## config.mk

```make
export PLATFORM = sky130hd
export DESIGN_NAME = daq_core
export DESIGN_NICKNAME = d
export VERILOG_FILES = /design/src/hw/bus_pkg.sv /design/src/hw/daq_pkg.sv /design/src/hw/bus_decoder.sv /design/src/hw/system_regs.sv /design/src/hw/control_regs.sv /design/src/hw/pulse_gen.sv /design/src/hw/stream_arbiter.sv /design/src/hw/daq_core.sv
export SDC_FILE = /design/constraint.sdc
export NUM_CORES = 1
export LEC_CHECK = 0
export ABC_AREA = 1
export BUFFER_PORTS_ARGS = -buffer_cell sky130_fd_sc_hd__buf_2
export CORE_ASPECT_RATIO = 0.7
export CORE_MARGIN = 8
export CORE_UTILIZATION = 48
export DETAILED_ROUTE_END_ITERATION = 10
export HOLD_SLACK_MARGIN = 0.06
export PLACE_DENSITY = 0.77
export SETUP_SLACK_MARGIN = 0.05
export SYNTH_ARGS = -nofsm -noshare
export SYNTH_HDL_FRONTEND = slang
export SYNTH_HIERARCHICAL = 1
export SYNTH_SLANG_ARGS = --single-unit
```

## constraint.sdc

```tcl
create_clock -name BUS_CLK -period 2.5 [get_ports BUS_CLK]
set_input_delay 0.25 -clock BUS_CLK [delete_from_list [all_inputs] [get_ports BUS_CLK]]
set_output_delay 0.25 -clock BUS_CLK [all_outputs]
set_load 0.01 [all_outputs]
```

## src/hw/bus_pkg.sv

```systemverilog
package bus_pkg;

    // Local register bus geometry
    localparam int ADDR_WIDTH = 16;
    localparam int DATA_WIDTH = 8;

    // System register window
    localparam logic [ADDR_WIDTH-1:0] SYS_BASE = 16'h0300;
    localparam logic [ADDR_WIDTH-1:0] SYS_HIGH = 16'h03FF;

    // Base-board control window
    localparam logic [ADDR_WIDTH-1:0] CTRL_BASE = 16'h0500;
    localparam logic [ADDR_WIDTH-1:0] CTRL_HIGH = 16'h05FF;

    // Command loop start pulser window
    localparam logic [ADDR_WIDTH-1:0] PULSE_BASE = 16'h0C00;
    localparam logic [ADDR_WIDTH-1:0] PULSE_HIGH = 16'h0CFF;

    // Request shared by all register blocks
    // addr holds the offset inside the hit window
    typedef struct packed {
        logic                  rd;
        logic                  wr;
        logic [ADDR_WIDTH-1:0] addr;
        logic [DATA_WIDTH-1:0] wdata;
    } bus_req_t;

    // One select per register block
    typedef struct packed {
        logic sys;
        logic ctrl;
        logic pulse;
    } block_sel_t;

endpackage

```

## src/hw/daq_pkg.sv

```systemverilog
package daq_pkg;

    // Readback identification
    localparam logic [bus_pkg::DATA_WIDTH-1:0] MODULE_VERSION = 8'd1;
    localparam logic [bus_pkg::DATA_WIDTH-1:0] BOARD_SIM      = 8'd0;

    // System register offsets
    localparam logic [bus_pkg::ADDR_WIDTH-1:0] SYS_ADDR_VERSION        = 16'd0;
    localparam logic [bus_pkg::ADDR_WIDTH-1:0] SYS_ADDR_MINOR          = 16'd1;
    localparam logic [bus_pkg::ADDR_WIDTH-1:0] SYS_ADDR_MAJOR          = 16'd2;
    localparam logic [bus_pkg::ADDR_WIDTH-1:0] SYS_ADDR_BOARD          = 16'd3;
    localparam logic [bus_pkg::ADDR_WIDTH-1:0] SYS_ADDR_CONFIGURED     = 16'd4;
    localparam logic [bus_pkg::ADDR_WIDTH-1:0] SYS_ADDR_SET_CONFIGURED = 16'd5;

    // Control register offsets
    localparam logic [bus_pkg::ADDR_WIDTH-1:0] CTRL_ADDR_LEMO  = 16'd0;
    localparam logic [bus_pkg::ADDR_WIDTH-1:0] CTRL_ADDR_NTC   = 16'd1;
    localparam logic [bus_pkg::ADDR_WIDTH-1:0] CTRL_ADDR_SENSE = 16'd2;

    // Pulser register offsets
    localparam logic [bus_pkg::ADDR_WIDTH-1:0] PULSE_ADDR_START = 16'd0;
    localparam logic [bus_pkg::ADDR_WIDTH-1:0] PULSE_ADDR_DELAY = 16'd1;
    localparam logic [bus_pkg::ADDR_WIDTH-1:0] PULSE_ADDR_WIDTH = 16'd2;
    localparam logic [bus_pkg::ADDR_WIDTH-1:0] PULSE_ADDR_BUSY  = 16'd3;

    // Output stream word width
    localparam int STREAM_WIDTH = 32;

    typedef enum logic [1:0] {
        PULSE_IDLE  = 2'd0,
        PULSE_DELAY = 2'd1,
        PULSE_HIGH  = 2'd2
    } pulse_state_t;

    // Word offered to the output stream
    typedef struct packed {
        logic                    valid;
        logic [STREAM_WIDTH-1:0] data;
    } stream_word_t;

endpackage

```

## src/hw/bus_decoder.sv

```systemverilog
`timescale 1ns/1ns

module bus_decoder (
    input  logic                           i_bus_clk,
    input  logic                           i_bus_rst,
    input  logic [bus_pkg::ADDR_WIDTH-1:0] i_bus_add,
    input  logic [bus_pkg::DATA_WIDTH-1:0] i_bus_data,
    input  logic                           i_bus_rd,
    input  logic                           i_bus_wr,
    output bus_pkg::bus_req_t              o_req,
    output bus_pkg::block_sel_t            o_sel,
    input  logic [bus_pkg::DATA_WIDTH-1:0] i_sys_rdata,
    input  logic [bus_pkg::DATA_WIDTH-1:0] i_ctrl_rdata,
    input  logic [bus_pkg::DATA_WIDTH-1:0] i_pulse_rdata,
    output logic [bus_pkg::DATA_WIDTH-1:0] o_bus_data
);

    // Block hit by the last read, selects the returned byte
    bus_pkg::block_sel_t rd_sel;

    // Window match
    always_comb begin
        o_sel.sys   = (i_bus_add >= bus_pkg::SYS_BASE) && (i_bus_add <= bus_pkg::SYS_HIGH);
        o_sel.ctrl  = (i_bus_add >= bus_pkg::CTRL_BASE) && (i_bus_add <= bus_pkg::CTRL_HIGH);
        o_sel.pulse = (i_bus_add >= bus_pkg::PULSE_BASE)
                   && (i_bus_add <= bus_pkg::PULSE_HIGH);
    end

    // Shared request, offset relative to the hit window
    always_comb begin
        o_req.rd    = i_bus_rd;
        o_req.wr    = i_bus_wr;
        o_req.wdata = i_bus_data;
        if (o_sel.sys) begin
            o_req.addr = i_bus_add - bus_pkg::SYS_BASE;
        end else if (o_sel.ctrl) begin
            o_req.addr = i_bus_add - bus_pkg::CTRL_BASE;
        end else if (o_sel.pulse) begin
            o_req.addr = i_bus_add - bus_pkg::PULSE_BASE;
        end else begin
            o_req.addr = '0;
        end
    end

    always_ff @(posedge i_bus_clk) begin
        if (i_bus_rst) begin
            rd_sel <= '0;
        end else if (i_bus_rd) begin
            rd_sel <= o_sel;
        end
    end

    // Unmapped reads return zero
    always_comb begin
        if (rd_sel.sys) begin
            o_bus_data = i_sys_rdata;
        end else if (rd_sel.ctrl) begin
            o_bus_data = i_ctrl_rdata;
        end else if (rd_sel.pulse) begin
            o_bus_data = i_pulse_rdata;
        end else begin
            o_bus_data = '0;
        end
    end

endmodule

```

## src/hw/system_regs.sv

```systemverilog
`timescale 1ns/1ns

module system_regs #(
    parameter logic [7:0] VERSION_MAJOR = 8'd0,
    parameter logic [7:0] VERSION_MINOR = 8'd0
) (
    input  logic                           i_bus_clk,
    input  logic                           i_bus_rst,
    input  bus_pkg::bus_req_t              i_req,
    input  logic                           i_sel,
    output logic [bus_pkg::DATA_WIDTH-1:0] o_rdata
);

    logic rd_en;
    logic wr_en;
    // Set by the host once the reference clock is programmed
    logic configured;

    assign rd_en = i_req.rd && i_sel;
    assign wr_en = i_req.wr && i_sel;

    always_ff @(posedge i_bus_clk) begin
        if (i_bus_rst) begin
            configured <= 1'b0;
        end else if (wr_en && (i_req.addr == daq_pkg::SYS_ADDR_SET_CONFIGURED)) begin
            configured <= i_req.wdata[0];
        end
    end

    // Readback byte, updated only on a read of this block
    always_ff @(posedge i_bus_clk) begin
        if (rd_en) begin
            case (i_req.addr)
                daq_pkg::SYS_ADDR_VERSION:    o_rdata <= daq_pkg::MODULE_VERSION;
                daq_pkg::SYS_ADDR_MINOR:      o_rdata <= VERSION_MINOR;
                daq_pkg::SYS_ADDR_MAJOR:      o_rdata <= VERSION_MAJOR;
                daq_pkg::SYS_ADDR_BOARD:      o_rdata <= daq_pkg::BOARD_SIM;
                daq_pkg::SYS_ADDR_CONFIGURED: begin
                    o_rdata <= {{(bus_pkg::DATA_WIDTH-1){1'b0}}, configured};
                end
                default:                      o_rdata <= '0;
            endcase
        end
    end

endmodule

```

## src/hw/control_regs.sv

```systemverilog
`timescale 1ns/1ns

module control_regs (
    input  logic                           i_bus_clk,
    input  logic                           i_bus_rst,
    input  bus_pkg::bus_req_t              i_req,
    input  logic                           i_sel,
    output logic [bus_pkg::DATA_WIDTH-1:0] o_rdata,
    input  logic [3:0]                     i_gpio_sense,
    output logic [7:0]                     o_lemo_mux,
    output logic [2:0]                     o_ntc_mux
);

    logic       rd_en;
    logic       wr_en;
    logic [7:0] lemo_reg;
    logic [2:0] ntc_reg;
    // Two-flop synchronizer for the asynchronous sense lines
    logic [3:0] sense_meta;
    logic [3:0] sense_sync;

    assign rd_en = i_req.rd && i_sel;
    assign wr_en = i_req.wr && i_sel;

    always_ff @(posedge i_bus_clk) begin
        if (i_bus_rst) begin
            lemo_reg <= '0;
            ntc_reg  <= '0;
        end else if (wr_en) begin
            case (i_req.addr)
                daq_pkg::CTRL_ADDR_LEMO: lemo_reg <= i_req.wdata;
                daq_pkg::CTRL_ADDR_NTC:  ntc_reg  <= i_req.wdata[2:0];
                default:                 ;
            endcase
        end
    end

    always_ff @(posedge i_bus_clk) begin
        if (i_bus_rst) begin
            sense_meta <= '0;
            sense_sync <= '0;
        end else begin
            sense_meta <= i_gpio_sense;
            sense_sync <= sense_meta;
        end
    end

    always_ff @(posedge i_bus_clk) begin
        if (rd_en) begin
            case (i_req.addr)
                daq_pkg::CTRL_ADDR_LEMO:  o_rdata <= lemo_reg;
                daq_pkg::CTRL_ADDR_NTC:   o_rdata <= {5'b0, ntc_reg};
                daq_pkg::CTRL_ADDR_SENSE: o_rdata <= {4'b0, sense_sync};
                default:                  o_rdata <= '0;
            endcase
        end
    end

    // Multiplexer lines follow the registers directly
    assign o_lemo_mux = lemo_reg;
    assign o_ntc_mux  = ntc_reg;

endmodule

```

## src/hw/pulse_gen.sv

```systemverilog
`timescale 1ns/1ns

module pulse_gen (
    input  logic                           i_bus_clk,
    input  logic                           i_bus_rst,
    input  bus_pkg::bus_req_t              i_req,
    input  logic                           i_sel,
    output logic [bus_pkg::DATA_WIDTH-1:0] o_rdata,
    output logic                           o_pulse
);

    logic                  rd_en;
    logic                  wr_en;
    logic                  start;
    logic [7:0]            delay_reg;
    logic [7:0]            width_reg;
    // Remaining cycles in the current state, minus one
    logic [7:0]            cnt;
    logic [7:0]            width_load;
    daq_pkg::pulse_state_t state;

    assign rd_en = i_req.rd && i_sel;
    assign wr_en = i_req.wr && i_sel;
    assign start = wr_en && (i_req.addr == daq_pkg::PULSE_ADDR_START);

    // WIDTH 0 behaves as 1
    assign width_load = (width_reg == 8'd0) ? 8'd0 : width_reg - 8'd1;

    always_ff @(posedge i_bus_clk) begin
        if (i_bus_rst) begin
            delay_reg <= '0;
            width_reg <= '0;
        end else if (wr_en) begin
            case (i_req.addr)
                daq_pkg::PULSE_ADDR_DELAY: delay_reg <= i_req.wdata;
                daq_pkg::PULSE_ADDR_WIDTH: width_reg <= i_req.wdata;
                default:                   ;
            endcase
        end
    end

    always_ff @(posedge i_bus_clk) begin
        if (i_bus_rst) begin
            state <= daq_pkg::PULSE_IDLE;
            cnt   <= '0;
        end else begin
            case (state)
                daq_pkg::PULSE_IDLE: begin
                    // Start is only taken while idle
                    if (start && (delay_reg == 8'd0)) begin
                        state <= daq_pkg::PULSE_HIGH;
                        cnt   <= width_load;
                    end else if (start) begin
                        state <= daq_pkg::PULSE_DELAY;
                        cnt   <= delay_reg - 8'd1;
                    end
                end
                daq_pkg::PULSE_DELAY: begin
                    if (cnt == 8'd0) begin
                        state <= daq_pkg::PULSE_HIGH;
                        cnt   <= width_load;
                    end else begin
                        cnt <= cnt - 8'd1;
                    end
                end
                daq_pkg::PULSE_HIGH: begin
                    if (cnt == 8'd0) begin
                        state <= daq_pkg::PULSE_IDLE;
                    end else begin
                        cnt <= cnt - 8'd1;
                    end
                end
                default: state <= daq_pkg::PULSE_IDLE;
            endcase
        end
    end

    always_ff @(posedge i_bus_clk) begin
        if (rd_en) begin
            case (i_req.addr)
                daq_pkg::PULSE_ADDR_DELAY: o_rdata <= delay_reg;
                daq_pkg::PULSE_ADDR_WIDTH: o_rdata <= width_reg;
                daq_pkg::PULSE_ADDR_BUSY:  o_rdata <= {7'b0, state != daq_pkg::PULSE_IDLE};
                default:                   o_rdata <= '0;
            endcase
        end
    end

    assign o_pulse = (state == daq_pkg::PULSE_HIGH);

endmodule

```

## src/hw/stream_arbiter.sv

```systemverilog
`timescale 1ns/1ns

module stream_arbiter #(
    parameter int N_SOURCES = 3
) (
    input  logic                                       i_bus_clk,
    input  logic                                       i_bus_rst,
    input  logic [N_SOURCES-1:0]                       i_src_empty,
    input  logic [N_SOURCES*daq_pkg::STREAM_WIDTH-1:0] i_src_data,
    output logic [N_SOURCES-1:0]                       o_src_read,
    input  logic                                       i_arb_ready,
    output logic                                       o_arb_write,
    output logic [daq_pkg::STREAM_WIDTH-1:0]           o_arb_data
);

    localparam int PTR_W = $clog2(N_SOURCES);

    // Search start for the next pick
    logic [PTR_W-1:0]      ptr;
    // Held choice while the output is stalled
    logic                  locked;
    logic [PTR_W-1:0]      held_idx;
    logic [PTR_W-1:0]      search_idx;
    logic [PTR_W-1:0]      chosen;
    logic                  xfer;
    daq_pkg::stream_word_t word;

    // First non-empty source at or after ptr, wrapping
    always_comb begin
        int  idx;
        logic found;
        search_idx = ptr;
        found      = 1'b0;
        for (int i = 0; i < N_SOURCES; i++) begin
            idx = int'(ptr) + i;
            if (idx >= N_SOURCES) begin
                idx = idx - N_SOURCES;
            end
            if (!found && !i_src_empty[idx]) begin
                search_idx = PTR_W'(idx);
                found      = 1'b1;
            end
        end
    end

    assign chosen     = locked ? held_idx : search_idx;
    assign word.valid = !i_src_empty[chosen];
    assign word.data  = i_src_data[chosen*daq_pkg::STREAM_WIDTH +: daq_pkg::STREAM_WIDTH];
    assign xfer       = word.valid && i_arb_ready;

    always_comb begin
        o_src_read = '0;
        o_src_read[chosen] = xfer;
    end

    always_ff @(posedge i_bus_clk) begin
        if (i_bus_rst) begin
            ptr      <= '0;
            locked   <= 1'b0;
            held_idx <= '0;
        end else if (xfer) begin
            locked <= 1'b0;
            ptr    <= (chosen == PTR_W'(N_SOURCES - 1)) ? '0 : chosen + 1'b1;
        end else if (word.valid) begin
            // Back-pressure, keep offering the same word
            locked   <= 1'b1;
            held_idx <= chosen;
        end
    end

    assign o_arb_write = word.valid;
    assign o_arb_data  = word.data;

endmodule

```

## src/hw/daq_core.sv

```systemverilog
`timescale 1ns/1ns

module daq_core #(
    parameter logic [7:0] VERSION_MAJOR = 8'd2,
    parameter logic [7:0] VERSION_MINOR = 8'd5,
    parameter int         N_SOURCES     = 3
) (
    input  logic                                       BUS_CLK,
    input  logic                                       BUS_RST,
    input  logic [bus_pkg::ADDR_WIDTH-1:0]             i_bus_add,
    input  logic [bus_pkg::DATA_WIDTH-1:0]             i_bus_data,
    input  logic                                       i_bus_rd,
    input  logic                                       i_bus_wr,
    output logic [bus_pkg::DATA_WIDTH-1:0]             o_bus_data,
    input  logic [3:0]                                 i_gpio_sense,
    output logic [7:0]                                 o_lemo_mux,
    output logic [2:0]                                 o_ntc_mux,
    output logic                                       o_pulse,
    input  logic [N_SOURCES-1:0]                       i_src_empty,
    input  logic [N_SOURCES*daq_pkg::STREAM_WIDTH-1:0] i_src_data,
    output logic [N_SOURCES-1:0]                       o_src_read,
    input  logic                                       i_arb_ready,
    output logic                                       o_arb_write,
    output logic [daq_pkg::STREAM_WIDTH-1:0]           o_arb_data
);

    bus_pkg::bus_req_t              bus_req;
    bus_pkg::block_sel_t            bus_sel;
    logic [bus_pkg::DATA_WIDTH-1:0] sys_rdata;
    logic [bus_pkg::DATA_WIDTH-1:0] ctrl_rdata;
    logic [bus_pkg::DATA_WIDTH-1:0] pulse_rdata;

    bus_decoder bus_decoder_i (
        .i_bus_clk     (BUS_CLK),
        .i_bus_rst     (BUS_RST),
        .i_bus_add     (i_bus_add),
        .i_bus_data    (i_bus_data),
        .i_bus_rd      (i_bus_rd),
        .i_bus_wr      (i_bus_wr),
        .o_req         (bus_req),
        .o_sel         (bus_sel),
        .i_sys_rdata   (sys_rdata),
        .i_ctrl_rdata  (ctrl_rdata),
        .i_pulse_rdata (pulse_rdata),
        .o_bus_data    (o_bus_data)
    );

    system_regs #(
        .VERSION_MAJOR (VERSION_MAJOR),
        .VERSION_MINOR (VERSION_MINOR)
    ) system_regs_i (
        .i_bus_clk (BUS_CLK),
        .i_bus_rst (BUS_RST),
        .i_req     (bus_req),
        .i_sel     (bus_sel.sys),
        .o_rdata   (sys_rdata)
    );

    control_regs control_regs_i (
        .i_bus_clk    (BUS_CLK),
        .i_bus_rst    (BUS_RST),
        .i_req        (bus_req),
        .i_sel        (bus_sel.ctrl),
        .o_rdata      (ctrl_rdata),
        .i_gpio_sense (i_gpio_sense),
        .o_lemo_mux   (o_lemo_mux),
        .o_ntc_mux    (o_ntc_mux)
    );

    // Command loop start pulser
    pulse_gen pulse_gen_i (
        .i_bus_clk (BUS_CLK),
        .i_bus_rst (BUS_RST),
        .i_req     (bus_req),
        .i_sel     (bus_sel.pulse),
        .o_rdata   (pulse_rdata),
        .o_pulse   (o_pulse)
    );

    stream_arbiter #(
        .N_SOURCES (N_SOURCES)
    ) stream_arbiter_i (
        .i_bus_clk   (BUS_CLK),
        .i_bus_rst   (BUS_RST),
        .i_src_empty (i_src_empty),
        .i_src_data  (i_src_data),
        .o_src_read  (o_src_read),
        .i_arb_ready (i_arb_ready),
        .o_arb_write (o_arb_write),
        .o_arb_data  (o_arb_data)
    );

endmodule

```

==> results.md <==
- Rows: 35
- Sequential share of the synthesized area: 0.257
- Yosys top cell area share: 0.168
- CP Class: register to output port
- Yosys cell types: 45
- Crit path cell chain: inv_2 -> ha_4 -> inv_4 -> nand3_4 -> nand2_4 -> inv_4 -> nand3_2 -> nand3_2 -> nand2_1 -> nand2_2 -> nand2_4 -> nand2_2 -> inv_2 -> buf_6 -> clkbuf_16 -> nand2_4 -> nand3_2 -> buf_6
- Starting Density: 0.490
- Average size of a mapped cell: 6.28 µm²
- CTS H-tree depth: 3
- GP Congestion: 0.943
- Synth area leaders: dfxtp_1 (17%), nand2_1 (15%), nand3_1 (9.3%)
- Hold_ws: 117 ps
- DIE AREA: 17,400 µm²
- Die Width: 154 µm
- Total power: 11,500 µW
- First-pass GRT wire length: 34,600 µm
- Worst Hold Class: input port to register
- Hold endpoint: control_regs_i/sense_meta[1]$_SDFF_PP0_
- Fin Clk Skew: 4.77 ps
- Aggregate global routing overflow: 0
- Static Leakage: 0.00473 µW
- Multi-input combinational cell area: 4340 µm²
- Final WS setup: -256 ps
- CTS buffer count: 9
- Clk sinks: 73
- FF/Latch Area: 1660 µm²
- Count of final setup violators: 36
- Final HPWL DP: 16,100 µm
- RR Endpoint: stream_arbiter_i/locked$_SDFFE_PP0N_
- Largest delay share family, worst path: simple AND/OR/NAND/NOR gates
- Skew-Pair Late Insertion Delay: 340 ps
- Placed cells: 1,390
- Synth cell count leaders: nand2_1 (255), inv_1 (139), nand3_1 (120), nor2_1 (120), dfxtp_1 (54)
- Max_cap viols: 0
- Largest net degree at the start of global routing: 24
- EDFF count, synth: 19
- Unrepaired setup endpoints after global routing: yes
- IO Count: 188
- TritonCTS clock tree: yes
- Fin. Hold Viols: 0
- Die Ht: 113 µm
- Synth area leader: dfxtp_1
- Fill cells: 1,050
- Post-DR vias/cell: 5.40
- FF-to-FF path depth: 17
- Worst rel slew slack: 0.523
- Mapped Area: 6430 µm²
- Fin cells: 1,453
- Drt total wl: 23,000 µm
- Vias in the first global route: 7,077
- Residual DRC: 0
- Crit path from: stream_arbiter_i/ptr[0]$_SDFFE_PP0P_
- Failing checks: negative setup slack
- GRT Util Overall: 0.239
- Tcrit/Tclk final: 1.10
- Initial DRC count: 719
- Register bit total from synthesis: 73
- Area Overhead vs Synth: 41.3%
- Share of cells above drive strength 1: 0.358
- Worst Min Path Start: i_gpio_sense[1]
- R2R Path Start: stream_arbiter_i/ptr[0]$_SDFFE_PP0P_
- Initial antenna violation count: 0
- Status: complete, but fails checks
- Core ar.: 13,100 µm²
- Worst Path Required: 2250 ps
- # diodes: 0
- Fin util: 0.692
- Length of the first detailed-routing pass in iterations: 5
- CP max stage delay: 340 ps
- Clk slew on worst S/H paths: 60 ps
- Root Driver: clkbuf_16
- Synth Warn #: 6
- Clock Path Buffers: 2
- Synth Instances: 1,025
- Startpoint types: register
- Hold depth: 3
- DRT antenna net count: 0
- Slowest-stage cell, CP: dfxtp_2
- Post-cts hold buffer count: 0
- Via count: 7,847
- Worst reg-to-reg setup slack: 140 ps
- # port buffers: 187
- Count leader, synth: nand2_1
- Data arrival, critical path: 2510 ps
- Max-slew violation count: 0
- Nets@finish: 1,435
- Bufs and invs on worst path: 7
- Slew @ Worst Pin: 715 ps
- Max FO, Critical Path: 8
- Pwr Density: 1270 nW/µm²
- Maximum vdd drop: 0.872 mV
- Asr flop ratio synth: 0
- Synth Flop Type: dfxtp_1
- Critical path endpoint category: output port
- Fmax: 0.363 GHz
- DR WL/cell: 15.8 µm
- Final min period: 2760 ps
-- per-layer routing --
metal / global-route usage / up-vias / wire [µm]
met5: 0 / - / 0
met2: 0.414 / 409 / 10800
met4: 0.0605 / 0 / 496
li1: - / 3825 / -
met1: 0.300 / 3569 / 9490
met3: 0.0446 / 44 / 2150
-- power breakdown --
group	internal [µW]	total [µW]	switching [µW]
logic	3900	8780	4880
registers	1310	1400	95.2
clock network	794	1350	554
-- worst min-delay path, delay by kind of cell --
kind | cells | cell delay, ps
buffers and inverters | 2 | 100
AND/OR/NAND/NOR | 1 | 70
-- cell type report --
class                           instances  area share
Timing Repair Buffer                  286       0.216
Sequential cell                        73       0.182
Inverter                              155      0.0670
Multi-Input combinational cell        757       0.477
Tap cell                              166      0.0228
Clock inverter                          7     0.00950
Clock buffer                            9      0.0248
-- cell usage in the layout, fill, tap and decap left out, types with 3 or more instances in the layout --
master	instances
nor2_8	4
nand2_2	30
clkbuf_16	10
a21oi_2	6
nor2_2	15
buf_6	24
nor2_1	112
dfxtp_1	52
nand3_4	10
inv_8	3
nor2_4	5
buf_2	171
nand3_1	97
buf_4	80
nand2_4	16
edfxtp_1	19
nor3_1	8
nand2_1	229
and2_1	3
o22ai_1	6
o21ai_2	3
ha_2	3
ha_4	4
inv_4	6
o21ai_0	37
nand4_1	53
conb_1	5
nand3_2	28
a22oi_1	8
inv_2	15
ha_1	14
o21ai_1	8
xor2_1	10
a21oi_1	28
buf_12	8
inv_1	130
-- how the worst max path moves through the flow --
stage                                            end  slack, ps  cells past startpoint
2_1_floorplan  pulse_gen_i/width_reg[0]$_SDFFE_PP0P_        100                     18
3_3_place_gp   pulse_gen_i/width_reg[7]$_SDFFE_PP0P_        -80                     19
3_5_place_dp   pulse_gen_i/delay_reg[2]$_SDFFE_PP0P_       -190                     18
4_1_cts                                o_arb_data[2]       -120                     16
5_1_grt                               o_arb_data[12]       -350                     18
6_report                              o_arb_data[16]       -260                     18
-- stage by stage --
stage                     worst slack [ps]  TNS [ps]  instance area (µm²)
after floorplan                        101         0                 6450
after global placement               -81.0     -1260                 7780
after detailed placement              -189     -3370                 7780
after CTS                             -123     -3510                 8530
after global routing                  -355    -11070                 9090
final                                 -256     -7140                 9090
-- logic make-up after synthesis --
logic type / synth area share
compound gates: 0.0924
fa+ha+maj: 0.0408
simple gates: 0.457
flops: 0.257
other cells: 0.000583
xor+xnor: 0.0150
buf+inv: 0.138
-- what timing repair did --
item,CTS,global route
endpoints found under the setup margin,36,78
gates cloned,4,3
resized for setup,57,99
pin swaps,12,47
setup buffers,13,29
(Power assumes the default switching activity.)
